### src/mem_sram_bridge_cfg.svh
// -------------------------------------
// Memory bridge build configuration
// -------------------------------------

`ifndef MEM_SRAM_BRIDGE_CFG_SVH
`define MEM_SRAM_BRIDGE_CFG_SVH

// -------------------------------------
// Memory port widths
// -------------------------------------
`define MSB_ADDR_W 32                // Byte address
`define MSB_DATA_W 32                // One data word
`define MSB_STRB_W (`MSB_DATA_W / 8) // One strobe bit per byte

// -------------------------------------
// Request packet fields
// -------------------------------------
`define MSB_OFFSET_W 24 // Word offset from descriptor base
`define MSB_ID_W     8  // Tag returned with the response

// -------------------------------------
// Queueing
// -------------------------------------
// Shared by request FIFO and response FIFO
`define MSB_FIFO_DEPTH 16

// Programmable full level
// Leaves room for the ingress pipeline and
// the registered ready on the request side
`define MSB_PROG_THRESH 12

`endif

### src/mem_sram_pkg.sv
// -------------------------------------
// Memory bridge types and mapping
// -------------------------------------

`include "mem_sram_bridge_cfg.svh"

package mem_sram_pkg;

  // Command set from the overlay
  typedef enum logic [2:0] {
    CMD_MEM_READ     = 3'd0,
    CMD_MEM_WRITE    = 3'd1,
    CMD_STREAM_READ  = 3'd2,
    CMD_STREAM_WRITE = 3'd3,
    CMD_CACHE_FLUSH  = 3'd4  // Treated as read class
  } mem_cmd_e;

  // -------------------------------------
  // Packet types
  // -------------------------------------
  typedef struct packed {
    logic [`MSB_ID_W-1:0]     id;
    mem_cmd_e                 cmd;
    logic [`MSB_OFFSET_W-1:0] offset; // Word index, not bytes
    logic [`MSB_DATA_W-1:0]   wdata;
    logic [`MSB_STRB_W-1:0]   strb;
  } mem_req_t;

  // Request FIFO entry
  typedef struct packed {
    logic [`MSB_ID_W-1:0]   id;
    mem_cmd_e               cmd;
    logic [`MSB_ADDR_W-1:0] addr;
    logic [`MSB_DATA_W-1:0] wdata;
    logic [`MSB_STRB_W-1:0] strb;
  } mem_op_t;

  // Response FIFO entry
  typedef struct packed {
    logic [`MSB_ID_W-1:0]   id;
    mem_cmd_e               cmd;
    logic [`MSB_ADDR_W-1:0] addr;
    logic [`MSB_DATA_W-1:0] wdata; // Echoed back on writes
    logic                   we;
  } mem_meta_t;

  typedef struct packed {
    logic [`MSB_ID_W-1:0]   id;
    mem_cmd_e               cmd;
    logic [`MSB_ADDR_W-1:0] addr;
    logic [`MSB_DATA_W-1:0] data;
  } mem_rsp_t;

  // -------------------------------------
  // Mapping functions
  // -------------------------------------
  // Base plus offset scaled to bytes
  function automatic mem_op_t map_request(mem_req_t req, logic [`MSB_ADDR_W-1:0] base);
    mem_op_t op;
    op.id    = req.id;
    op.cmd   = req.cmd;
    op.addr  = base + (`MSB_ADDR_W'(req.offset) * `MSB_ADDR_W'(`MSB_STRB_W));
    op.wdata = req.wdata;
    op.strb  = req.strb;
    return op;
  endfunction

  // Writes echo their data, reads take memory data
  function automatic mem_rsp_t map_response(mem_meta_t meta, logic [`MSB_DATA_W-1:0] rdata);
    mem_rsp_t rsp;
    rsp.id   = meta.id;
    rsp.cmd  = meta.cmd;
    rsp.addr = meta.addr;
    rsp.data = meta.we ? meta.wdata : rdata;
    return rsp;
  endfunction

endpackage

### src/sync_fifo.sv
// -------------------------------------
// Synchronous FWFT FIFO
// -------------------------------------

`include "mem_sram_bridge_cfg.svh"

module sync_fifo #(
  parameter int DEPTH       = `MSB_FIFO_DEPTH,
  parameter int WIDTH       = 32,
  parameter int PROG_THRESH = `MSB_PROG_THRESH
) (
  input  logic             ap_clk,
  input  logic             areset_control,
  input  logic             wr_en_i,
  input  logic [WIDTH-1:0] din_i,
  input  logic             rd_en_i,
  output logic [WIDTH-1:0] dout_o,
  output logic             valid_o,
  output logic             empty_o,
  output logic             full_o,
  output logic             prog_full_o
);

  localparam int PTR_W = (DEPTH > 1) ? $clog2(DEPTH) : 1;
  localparam int CNT_W = $clog2(DEPTH + 1);

  // -------------------------------------
  // Storage and pointers
  // -------------------------------------
  logic [WIDTH-1:0] mem [DEPTH];
  logic [PTR_W-1:0] wr_ptr;
  logic [PTR_W-1:0] rd_ptr;
  logic [CNT_W-1:0] count; // Occupancy
  logic             do_wr;
  logic             do_rd;

  assign do_wr = wr_en_i & ~full_o;  // Push dropped when full
  assign do_rd = rd_en_i & ~empty_o; // Pop ignored when empty

  always_ff @(posedge ap_clk) begin
    if (do_wr) begin
      mem[wr_ptr] <= din_i;
    end
  end

  always_ff @(posedge ap_clk) begin
    if (areset_control) begin
      wr_ptr <= '0;
      rd_ptr <= '0;
      count  <= '0;
    end else begin
      if (do_wr) begin
        wr_ptr <= (wr_ptr == PTR_W'(DEPTH - 1)) ? '0 : wr_ptr + 1'b1; // Wrap
      end
      if (do_rd) begin
        rd_ptr <= (rd_ptr == PTR_W'(DEPTH - 1)) ? '0 : rd_ptr + 1'b1;
      end
      case ({do_wr, do_rd})
        2'b10:   count <= count + 1'b1;
        2'b01:   count <= count - 1'b1;
        default: count <= count; // Both or neither
      endcase
    end
  end

  // -------------------------------------
  // Status and head
  // -------------------------------------
  // Head visible without a read
  assign dout_o      = mem[rd_ptr];
  assign empty_o     = (count == '0);
  assign valid_o     = ~empty_o;
  assign full_o      = (count == CNT_W'(DEPTH));
  assign prog_full_o = (count >= CNT_W'(PROG_THRESH));

endmodule

### src/request_ingress.sv
// -------------------------------------
// Descriptor and request input stages
// -------------------------------------

`include "mem_sram_bridge_cfg.svh"

module request_ingress (
  input  logic                     ap_clk,
  input  logic                     areset_control,
  input  logic                     descriptor_valid_i,
  input  logic [`MSB_ADDR_W-1:0]   descriptor_base_i,
  input  logic                     req_valid_i,
  input  logic                     req_ready_i,
  input  mem_sram_pkg::mem_req_t   req_i,
  output logic                     armed_o,
  output logic                     op_valid_o,
  output mem_sram_pkg::mem_op_t    op_o,
  output logic                     busy_o
);

  logic                   armed_q;
  logic [`MSB_ADDR_W-1:0] base_q;   // Descriptor base address
  logic                   s1_valid;
  mem_sram_pkg::mem_req_t s1_req;   // Raw request
  logic                   s2_valid;
  mem_sram_pkg::mem_op_t  s2_op;    // Mapped request

  // -------------------------------------
  // Descriptor
  // -------------------------------------
  // Armed on the first descriptor, held until reset
  always_ff @(posedge ap_clk) begin
    if (areset_control) begin
      armed_q <= 1'b0;
    end else if (descriptor_valid_i) begin
      armed_q <= 1'b1;
    end
  end

  always_ff @(posedge ap_clk) begin
    if (descriptor_valid_i) begin
      base_q <= descriptor_base_i; // Later descriptors replace the base
    end
  end

  // -------------------------------------
  // Two stage input pipeline
  // -------------------------------------
  always_ff @(posedge ap_clk) begin
    if (areset_control) begin
      s1_valid <= 1'b0;
      s2_valid <= 1'b0;
    end else begin
      s1_valid <= req_valid_i & req_ready_i; // Handshake only
      s2_valid <= s1_valid;
    end
  end

  always_ff @(posedge ap_clk) begin
    s1_req <= req_i;
    s2_op  <= mem_sram_pkg::map_request(s1_req, base_q); // Address mapping
  end

  assign armed_o    = armed_q;
  assign op_valid_o = s2_valid; // FIFO push
  assign op_o       = s2_op;
  assign busy_o     = s1_valid | s2_valid; // Work still in the pipe

endmodule

### src/command_issue.sv
// -------------------------------------
// Memory command issue stage
// -------------------------------------

`include "mem_sram_bridge_cfg.svh"

module command_issue (
  input  logic                   ap_clk,
  input  logic                   areset_control,
  input  logic                   head_valid_i,
  input  mem_sram_pkg::mem_op_t  head_i,
  input  logic                   armed_i,
  input  logic                   consumer_ready_i,
  input  logic                   rsp_fifo_prog_full_i,
  output logic                   head_pop_o,
  output logic                   mem_req_o,
  output logic [`MSB_ADDR_W-1:0] mem_addr_o,
  output logic                   mem_we_o,
  output logic [`MSB_DATA_W-1:0] mem_wdata_o,
  output logic [`MSB_STRB_W-1:0] mem_strb_o,
  input  logic                   mem_gnt_i,
  output logic                   issued_o,
  output mem_sram_pkg::mem_meta_t meta_o
);

  logic consumer_ready_q;
  logic issue_gate;
  logic cmd_write; // Write class head
  logic grant;

  always_ff @(posedge ap_clk) begin
    if (areset_control) begin
      consumer_ready_q <= 1'b0; // Hold off issue until consumer seen
    end else begin
      consumer_ready_q <= consumer_ready_i;
    end
  end

  // -------------------------------------
  // Gate and decode
  // -------------------------------------
  assign issue_gate = armed_i & consumer_ready_q & ~rsp_fifo_prog_full_i;

  always_comb begin
    case (head_i.cmd)
      mem_sram_pkg::CMD_MEM_WRITE,
      mem_sram_pkg::CMD_STREAM_WRITE: cmd_write = 1'b1;
      default:                        cmd_write = 1'b0; // Reads and flush
    endcase
  end

  // Request held with stable fields until grant
  assign mem_req_o   = head_valid_i & issue_gate;
  assign mem_addr_o  = head_i.addr;
  assign mem_we_o    = cmd_write;
  assign mem_wdata_o = head_i.wdata;
  assign mem_strb_o  = head_i.strb & {`MSB_STRB_W{cmd_write}}; // Zero on reads

  // -------------------------------------
  // Grant
  // -------------------------------------
  assign grant      = mem_req_o & mem_gnt_i; // One op per grant
  assign head_pop_o = grant;
  assign issued_o   = grant;

  assign meta_o.id    = head_i.id;
  assign meta_o.cmd   = head_i.cmd;
  assign meta_o.addr  = head_i.addr;
  assign meta_o.wdata = head_i.wdata;
  assign meta_o.we    = cmd_write;

endmodule

### src/response_merge.sv
// -------------------------------------
// Response pairing and output register
// -------------------------------------

`include "mem_sram_bridge_cfg.svh"

module response_merge (
  input  logic                    ap_clk,
  input  logic                    areset_control,
  input  logic                    issued_i,
  input  mem_sram_pkg::mem_meta_t meta_i,
  input  logic                    mem_rsp_valid_i,
  input  logic [`MSB_DATA_W-1:0]  mem_rdata_i,
  output logic                    prog_full_o,
  output logic                    empty_o,
  output logic                    rsp_valid_o,
  output mem_sram_pkg::mem_rsp_t  rsp_o
);

  mem_sram_pkg::mem_meta_t meta_head; // Oldest issued op
  logic                    meta_valid;
  logic                    meta_pop;

  // -------------------------------------
  // Metadata FIFO
  // -------------------------------------
  // Responses come back in issue order, so the head always matches
  assign meta_pop = mem_rsp_valid_i & meta_valid;

  sync_fifo #(
    .DEPTH      (`MSB_FIFO_DEPTH),
    .WIDTH      ($bits(mem_sram_pkg::mem_meta_t)),
    .PROG_THRESH(`MSB_PROG_THRESH)
  ) i_meta_fifo (
    .ap_clk        (ap_clk),
    .areset_control(areset_control),
    .wr_en_i       (issued_i),   // Push on grant
    .din_i         (meta_i),
    .rd_en_i       (meta_pop),   // Pop on memory response
    .dout_o        (meta_head),
    .valid_o       (meta_valid),
    .empty_o       (empty_o),
    .full_o        (),
    .prog_full_o   (prog_full_o) // Throttles issue
  );

  // -------------------------------------
  // Output register
  // -------------------------------------
  always_ff @(posedge ap_clk) begin
    if (areset_control) begin
      rsp_valid_o <= 1'b0;
    end else begin
      rsp_valid_o <= meta_pop; // One cycle after memory response
    end
  end

  always_ff @(posedge ap_clk) begin
    if (meta_pop) begin
      rsp_o <= mem_sram_pkg::map_response(meta_head, mem_rdata_i);
    end
  end

endmodule

### src/mem_sram_bridge.sv
// -------------------------------------
// Memory request bridge top
// -------------------------------------

`include "mem_sram_bridge_cfg.svh"

module mem_sram_bridge (
  input  logic                   ap_clk,
  input  logic                   areset_control,
  // Descriptor
  input  logic                   descriptor_valid_i,
  input  logic [`MSB_ADDR_W-1:0] descriptor_base_i,
  // Request input
  input  logic                   req_valid_i,
  output logic                   req_ready_o,
  input  mem_sram_pkg::mem_req_t req_i,
  input  logic                   consumer_ready_i,
  // Memory port
  output logic                   mem_req_o,
  output logic [`MSB_ADDR_W-1:0] mem_addr_o,
  output logic                   mem_we_o,
  output logic [`MSB_DATA_W-1:0] mem_wdata_o,
  output logic [`MSB_STRB_W-1:0] mem_strb_o,
  input  logic                   mem_gnt_i,
  input  logic                   mem_rsp_valid_i,
  input  logic [`MSB_DATA_W-1:0] mem_rdata_i,
  // Response output, no ready
  output logic                   rsp_valid_o,
  output mem_sram_pkg::mem_rsp_t rsp_o,
  output logic                   done_o
);

  logic                    armed;
  logic                    busy;       // Ingress stages occupied
  logic                    op_valid;
  mem_sram_pkg::mem_op_t   op;
  logic                    head_valid;
  mem_sram_pkg::mem_op_t   head;
  logic                    head_pop;
  logic                    req_empty;
  logic                    req_prog_full;
  logic                    issued;
  mem_sram_pkg::mem_meta_t meta;
  logic                    rsp_prog_full;
  logic                    rsp_empty;
  logic                    idle_q;     // First done stage

  // -------------------------------------
  // Request path
  // -------------------------------------
  request_ingress i_ingress (
    .ap_clk            (ap_clk),
    .areset_control    (areset_control),
    .descriptor_valid_i(descriptor_valid_i),
    .descriptor_base_i (descriptor_base_i),
    .req_valid_i       (req_valid_i),
    .req_ready_i       (req_ready_o),
    .req_i             (req_i),
    .armed_o           (armed),
    .op_valid_o        (op_valid),
    .op_o              (op),
    .busy_o            (busy)
  );

  sync_fifo #(
    .DEPTH      (`MSB_FIFO_DEPTH),
    .WIDTH      ($bits(mem_sram_pkg::mem_op_t)),
    .PROG_THRESH(`MSB_PROG_THRESH)
  ) i_req_fifo (
    .ap_clk        (ap_clk),
    .areset_control(areset_control),
    .wr_en_i       (op_valid),
    .din_i         (op),
    .rd_en_i       (head_pop),
    .dout_o        (head),      // FWFT head to issue
    .valid_o       (head_valid),
    .empty_o       (req_empty),
    .full_o        (),
    .prog_full_o   (req_prog_full)
  );

  command_issue i_issue (
    .ap_clk              (ap_clk),
    .areset_control      (areset_control),
    .head_valid_i        (head_valid),
    .head_i              (head),
    .armed_i             (armed),
    .consumer_ready_i    (consumer_ready_i),
    .rsp_fifo_prog_full_i(rsp_prog_full),
    .head_pop_o          (head_pop),
    .mem_req_o           (mem_req_o),
    .mem_addr_o          (mem_addr_o),
    .mem_we_o            (mem_we_o),
    .mem_wdata_o         (mem_wdata_o),
    .mem_strb_o          (mem_strb_o),
    .mem_gnt_i           (mem_gnt_i),
    .issued_o            (issued),
    .meta_o              (meta)
  );

  // -------------------------------------
  // Response path
  // -------------------------------------
  response_merge i_merge (
    .ap_clk         (ap_clk),
    .areset_control (areset_control),
    .issued_i       (issued),
    .meta_i         (meta),
    .mem_rsp_valid_i(mem_rsp_valid_i),
    .mem_rdata_i    (mem_rdata_i),
    .prog_full_o    (rsp_prog_full),
    .empty_o        (rsp_empty),
    .rsp_valid_o    (rsp_valid_o),
    .rsp_o          (rsp_o)
  );

  // -------------------------------------
  // Ready and done
  // -------------------------------------
  always_ff @(posedge ap_clk) begin
    if (areset_control) begin
      req_ready_o <= 1'b0;
      idle_q      <= 1'b0;
      done_o      <= 1'b0;
    end else begin
      req_ready_o <= ~req_prog_full;                    // Room left in request FIFO
      idle_q      <= req_empty & rsp_empty & ~busy;     // Nothing queued or in flight
      done_o      <= idle_q;
    end
  end

endmodule

### config.mk
export PLATFORM = sky130hd
export DESIGN_NAME = mem_sram_bridge
export DESIGN_NICKNAME = d
export VERILOG_FILES = /design/src/mem_sram_pkg.sv /design/src/sync_fifo.sv /design/src/request_ingress.sv /design/src/command_issue.sv /design/src/response_merge.sv /design/src/mem_sram_bridge.sv
export VERILOG_INCLUDE_DIRS = /design/src
export SDC_FILE = /design/constraint.sdc
export NUM_CORES = 2
export LEC_CHECK = 0
export BUFFER_PORTS_ARGS = -buffer_cell sky130_fd_sc_hd__clkbuf_2
export CAP_MARGIN = 30
export CORE_MARGIN = 2
export CORE_UTILIZATION = 56
export CTS_CLUSTER_SIZE = 25
export DETAILED_ROUTE_END_ITERATION = 10
export PLACE_DENSITY = 0.76
export SYNTH_ARGS = -nofsm -noshare
export SYNTH_HDL_FRONTEND = slang
export SYNTH_SLANG_ARGS = --single-unit
export TNS_END_PERCENT = 1
### constraint.sdc
create_clock -name ap_clk -period 8.4 [get_ports ap_clk]
set_input_delay 2.1 -clock ap_clk [delete_from_list [all_inputs] [get_ports ap_clk]]
set_output_delay 2.1 -clock ap_clk [all_outputs]
set_load 0.01 [all_outputs]
After elaboration in Yosys (flattened, before gate mapping)
Memory sizes are Yosys's and may differ from the RTL's. A register that Yosys moved wholly into a read port is not among the register bits.
Index checks and enable logic that the tools add are counted.
{ "classes": {"bitwise_logic": 21, "order_cmp": 2, "eq_ne": 12, "div_mod_pow": 0, "addsub": 9, "n_mul": 0, "n_shift": 0, "reduce_logical": 5, "muxes": 16} }
{ "ops": {"columns": ["op", "count"], "rows": [
  ["$add 32x26->32", 1],
  ["$mux 32", 1],
  ["$mux 4", 8],
  ["$pmux 5 s2", 2],
  ["$add 4x1->4 const B", 4],
  ["$eq 4x4->1 const B", 4],
  ["$and 1x1->1", 12],
  ["$add 5x1->5 const B", 2],
  ["$eq 5x5->1 const B", 2],
  ["$ge 5x4->1 const B", 2],
  ["$logic_not 5->1", 2],
  ["$sub 5x1->5 const B", 2],
  ["$not 1->1", 7],
  ["$mux 1", 5],
  ["$and 4x4->4", 1],
  ["$eq 2x1->1 const B", 2],
  ["$eq 2x2->1 const B", 2],
  ["$reduce_bool 2->1", 2],
  ["$eq 3x1->1 const B", 1],
  ["$eq 3x2->1 const B", 1],
  ["$reduce_or 2->1", 1],
  ["$or 1x1->1", 1]
]} }
{ "word_totals": {"inputBits": 142, "n_memories": 2, "latchBits": 0, "rom_bits": 0, "ramBits": 2480, "word_cells": 96, "out_inout_bits": 148, "reg_bits": 291} }
{ "memory_table": {"columns": ["memory", "words", "width", "rd", "rd_ports_with_merged_regs", "write_ports", "line", "source"], "rows": [
  ["i_req_fifo.mem", 16, 79, 1, 1, 1, "sync_fifo.sv:30", "logic [WIDTH-1:0] mem [DEPTH];"],
  ["i_merge.i_meta_fifo.mem", 16, 76, 1, 1, 1, "sync_fifo.sv:30", null]
]} }

Longest topological paths before layout
{ "depth": {"ltp_word": 8, "mapped_depth": 16, "ltp_nobuf": 14} }

By module
A second synthesis with hierarchy kept.
{ "unflattened": {"cells_unflattened": 4694, "hier_area_um2": 103918.4} }
{ "by_module_without_submodules": {"columns": ["mod", "instances", "seq_area_each_um2", "cells_per_inst", "area_per_inst_um2"], "rows": [
  ["sync_fifo at i_req_fifo", 1, 38296.7, 2058, 48109.9],
  ["sync_fifo at i_merge.i_meta_fifo", 1, 36855.3, 1985, 46318.2],
  ["request_ingress", 1, 4023.9, 381, 5439.0],
  ["response_merge", 1, 2272.2, 114, 2831.5],
  ["command_issue", 1, 20.0, 150, 1134.8],
  ["mem_sram_bridge", 1, 60.1, 6, 85.1]
]} }

Worst setup path after synthesis
OpenSTA, ideal clock, no wires.
{ "synth_path": {"kind": "input to register", "startpoint": "in mem_gnt_i", "endpoint": "mem i_merge.i_meta_fifo.mem[3][0] (netlist bit) (enable)", "stages": 4, "path_buffers": 0, "arrival_ns": 7.667, "required_ns": 7.797, "setup_slack_ns": 0.129, "path_cell_list": "nand2_2 inv_2 nand2_1 nor3_1"} }
{ "synth_via": {"elab_chain_len": 4} }
{ "synth_rtl": {"columns": ["element", "line", "source"], "rows": [
  ["start: declaration", "mem_sram_bridge.sv:24", "input logic mem_gnt_i,"],
  ["$and 1x1->1", "command_issue.sv:62", "assign grant = mem_req_o & mem_gnt_i;"],
  ["$and 1x1->1", "sync_fifo.sv:37", "assign do_wr = wr_en_i & ~full_o;"],
  ["$mux 1", "sync_fifo.sv:41", "if (do_wr) begin"],
  ["$mux 1 (implied by the code)", "sync_fifo.sv:42", "mem[wr_ptr] <= din_i;"],
  ["end: declaration", "sync_fifo.sv:30", null]
]} }
No other way between the ends.

==> metrics.csv <==
metric,value,unit
dp_hpwl,133,mm
fin_nets,4848,
holdWs,334,ps
yosysMostFrequentCell,edfxtp_1,
arrival,4140,ps
fp.dieArea,0.188,mm²
rsz0062_at_grt,no,
critPathCaptureType,output port,
r2r_cells,9,
synth_edf_count,2587,
synth_area_leader_cell,edfxtp_1,
insertion_delay,940,ps
antenna_found_initial,25,
report.final.setup_viol,0,
hp-start,i_ingress.s1_req[23],
min_to,i_ingress.op_o[23],
p_leak,36.4,nW
crit_buf_inv,3,
cts_resized,0,
cts_tree,yes,
clkPwrFrac,0.441,
slew-limit-headroom,0.275,
p_seq_frac,0.547,
path_delay_family,buffers and inverters,
synth_top_cell_area_share,0.752,
crit_type,register to output port,
combPwrFrac,0.013,
drive_above_1_share,0.336,
grt_util_all_layers,0.288,
avgSynthCellArea,24.3,µm²
htreeDepth,5,
drtIter0Drc,7155,
port_buffers,289,
drt-wirelength-per-cell,36.3,µm
rrSetupSlack,4470,ps
detail-route-antenna-nets,0,
p_sw_frac,0.197,
power.internal,0.0228,W
post_cts_buffers,0,
yosys-top-cells-area,"edfxtp_1 (75%), mux4_2 (17%), dfxtp_1 (3.7%), buf_4 (0.51%), ha_1 (0.51%)",
tightest_slew,1090,ps
numCtsBuffers,286,
die_w,434,µm
status,"complete, no violations",
fin_crit,6240,ps
grt_pass1_wl,374,mm
startpoint_type,register,
clock_sinks,2779,
p_sw,0.00561,W
ir_drop,180,µV
synth.cells.most_frequent,"edfxtp_1 (2587), mux4_2 (773), dfxtp_1 (192), clkbuf_1 (106), buf_4 (70)",
io-pin-count,290,
fin_skew,63.8,ps
place_congestion,0.795,
r2r-end,i_merge.i_meta_fifo.mem[2][50],
cp_slowest_stage_delay,740,ps
start_util,0.564,
viasPerCell,6.64,
grt_max_degree,136,
worstHoldPathCells,0,
r2r_start,i_req_fifo.count[1],
cts_root_buffer,clkbuf_16,
hold_viol_final,0,
fin_crit_sh,0.743,
synthArstFlopShare,0,
area_growth,13.2,%
totalWireLength,266,mm
hp-class,register to register,
clock.fmax,160,MHz
dr.pass1.iters,7,
row_count,157,
worstPathMaxFanout,42,
cts_hold_buf,0,
cap_violations,0,
fin_tns_setup,0,ps
path_cells,buf_16 > mux4_2 > mux2i_1 > nor3_1 > a31oi_2 > inv_1 > clkbuf_2,
clk_pin_slew,60,ps
yosys_most_used_dff,edfxtp_1,
synth_warnings,0,
gr-total-overflow,0,
coreArea,0.183,mm²
cp.required,6300,ps
ys_seq_area_frac,0.789,
clockBufferDepth,4,
slowest_stage,a31oi_2,
powerDensity,243,mW/mm²
syn_nets,4436,
drc,0,
grt_pass1_vias,50000,
slew_violations,0,
die_y,434,µm
netlist_instances,4251,
ys_ff_latch,2779,
netlist_area,0.103,mm²
dr_total_vias,48700,
synth_cell_types,55,
## final cells by class
class                           instances  area, µm²
Antenna cell                            2       5.00
Clock buffer                          369       7870
Clock inverter                        126       1280
Fill cell                           11200      66300
Inverter                               15       61.3
Multi-Input combinational cell       1192      20500
Sequential cell                      2779      81600
Tap cell                             2464       3080
Timing Repair Buffer                  389       2600
## stage by stage
stage	utilization	cell area (µm²)	worst slack, ps	instances	power, W
CTS	0.638	117000	1760	7331	0.0285
global placement	0.587	108000	2830	6826	0.0161
finish	0.638	117000	2160	7336	0.0284
detailed placement	0.588	108000	2780	6836	0.0162
global route	0.638	117000	1970	7336	0.0291
floorplan	-	103000	129	4251	0.0159
## flip-flops by register name (all words and copies together) (netlist names), named ones only
name	count
done_o	1
i_ingress.armed_o	1
i_ingress.base_q	32
i_ingress.op_o	79
i_ingress.op_valid_o	1
i_ingress.s1_req	71
i_ingress.s1_valid	1
i_issue.consumer_ready_q	1
i_merge.i_meta_fifo.count	5
i_merge.i_meta_fifo.mem	1216
i_merge.i_meta_fifo.rd_ptr	4
i_merge.i_meta_fifo.wr_ptr	4
i_merge.rsp_o	75
i_merge.rsp_valid_o	1
i_req_fifo.count	5
i_req_fifo.mem	1264
i_req_fifo.rd_ptr	4
i_req_fifo.wr_ptr	4
idle_q	1
req_ready_o	1
## cells by family (layout without fill, tap and decap cells)
family / count (synthesis) / count (layout) / share of synthesized area
simple gates: 173 / 173 / 0.00759
flops: 2779 / 2779 / 0.789
buf+inv: 280 / 899 / 0.0143
other cells: 0 / 2 / 0
compound gates: 121 / 121 / 0.00740
mux: 813 / 813 / 0.173
fa+ha+maj: 43 / 43 / 0.00528
xor+xnor: 42 / 42 / 0.00356
## worst max path at each step
stage | startpoint | end | cells past startpoint | slack [ps]
6_report | register | mem_we_o | 7 | 2160
3_5_place_dp | register | mem_addr_o[31] | 4 | 2780
4_1_cts | register | mem_addr_o[31] | 4 | 1760
2_1_floorplan | mem_gnt_i | i_merge.i_meta_fifo.mem[3][0] | 4 | 130
5_1_grt | register | mem_we_o | 7 | 1970
3_3_place_gp | register | mem_addr_o[31] | 4 | 2830
## per-layer routing
| layer | share of wire | vias to the layer above | global-route usage |
|---|---|---|---|
| met5 | 0.00036 | - | 0 |
| met3 | 0.12 | 583 | 0.0717 |
| met1 | 0.34 | 25800 | 0.379 |
| li1 | - | 18800 | - |
| met2 | 0.50 | 3522 | 0.464 |
| met4 | 0.043 | 14 | 0.117 |
## power groups by stage
stage	clock network, W	logic [W]	registers [W]
after global routing	0.0132	0.000388	0.0155
after detailed placement	0	0.000354	0.0158
after global placement	0	0.000348	0.0158
after floorplan	0	0.000202	0.0157
after CTS	0.0127	0.000360	0.0155
final	0.0125	0.000363	0.0155
## cell usage in the layout, fill, tap and decap left out, types with 6 or more instances in the layout
cell type	synthesis	routed
ha_1	42	42
buf_4	70	68
clkbuf_1	106	53
o21ai_0	19	19
nor3_2	0	8
nor2_4	0	24
mux2i_1	6	6
nor2b_1	12	11
nand4_1	9	9
mux2_1	6	6
bufinv_16	0	25
xor2_1	29	29
clkinv_1	0	41
nor2_1	65	41
nand3_1	10	10
clkbuf_2	0	289
dfxtp_1	192	185
buf_12	0	25
edfxtp_1	2587	2587
a21o_1	16	16
clkbuf_8	0	21
inv_1	13	13
mux4_2	773	773
clkbuf_16	0	295
dfxtp_4	0	7
xnor2_1	13	13
nand2_1	46	46
mux2_2	28	28
clkinv_2	0	38
clkinvlp_4	0	7
a21oi_1	49	49
inv_6	0	11
## worst reg2reg max path, stage by stage (launching register included)
cell and delay [ps]:
dfxtp_1 490, nor4_1 150, nor2b_1 180, a2111oi_4 360
nand2_2 260, inv_2 240, nand2_1 270, nor3_2 220
buf_4 690, buf_4 630
Power figures use the tool's default switching activity.
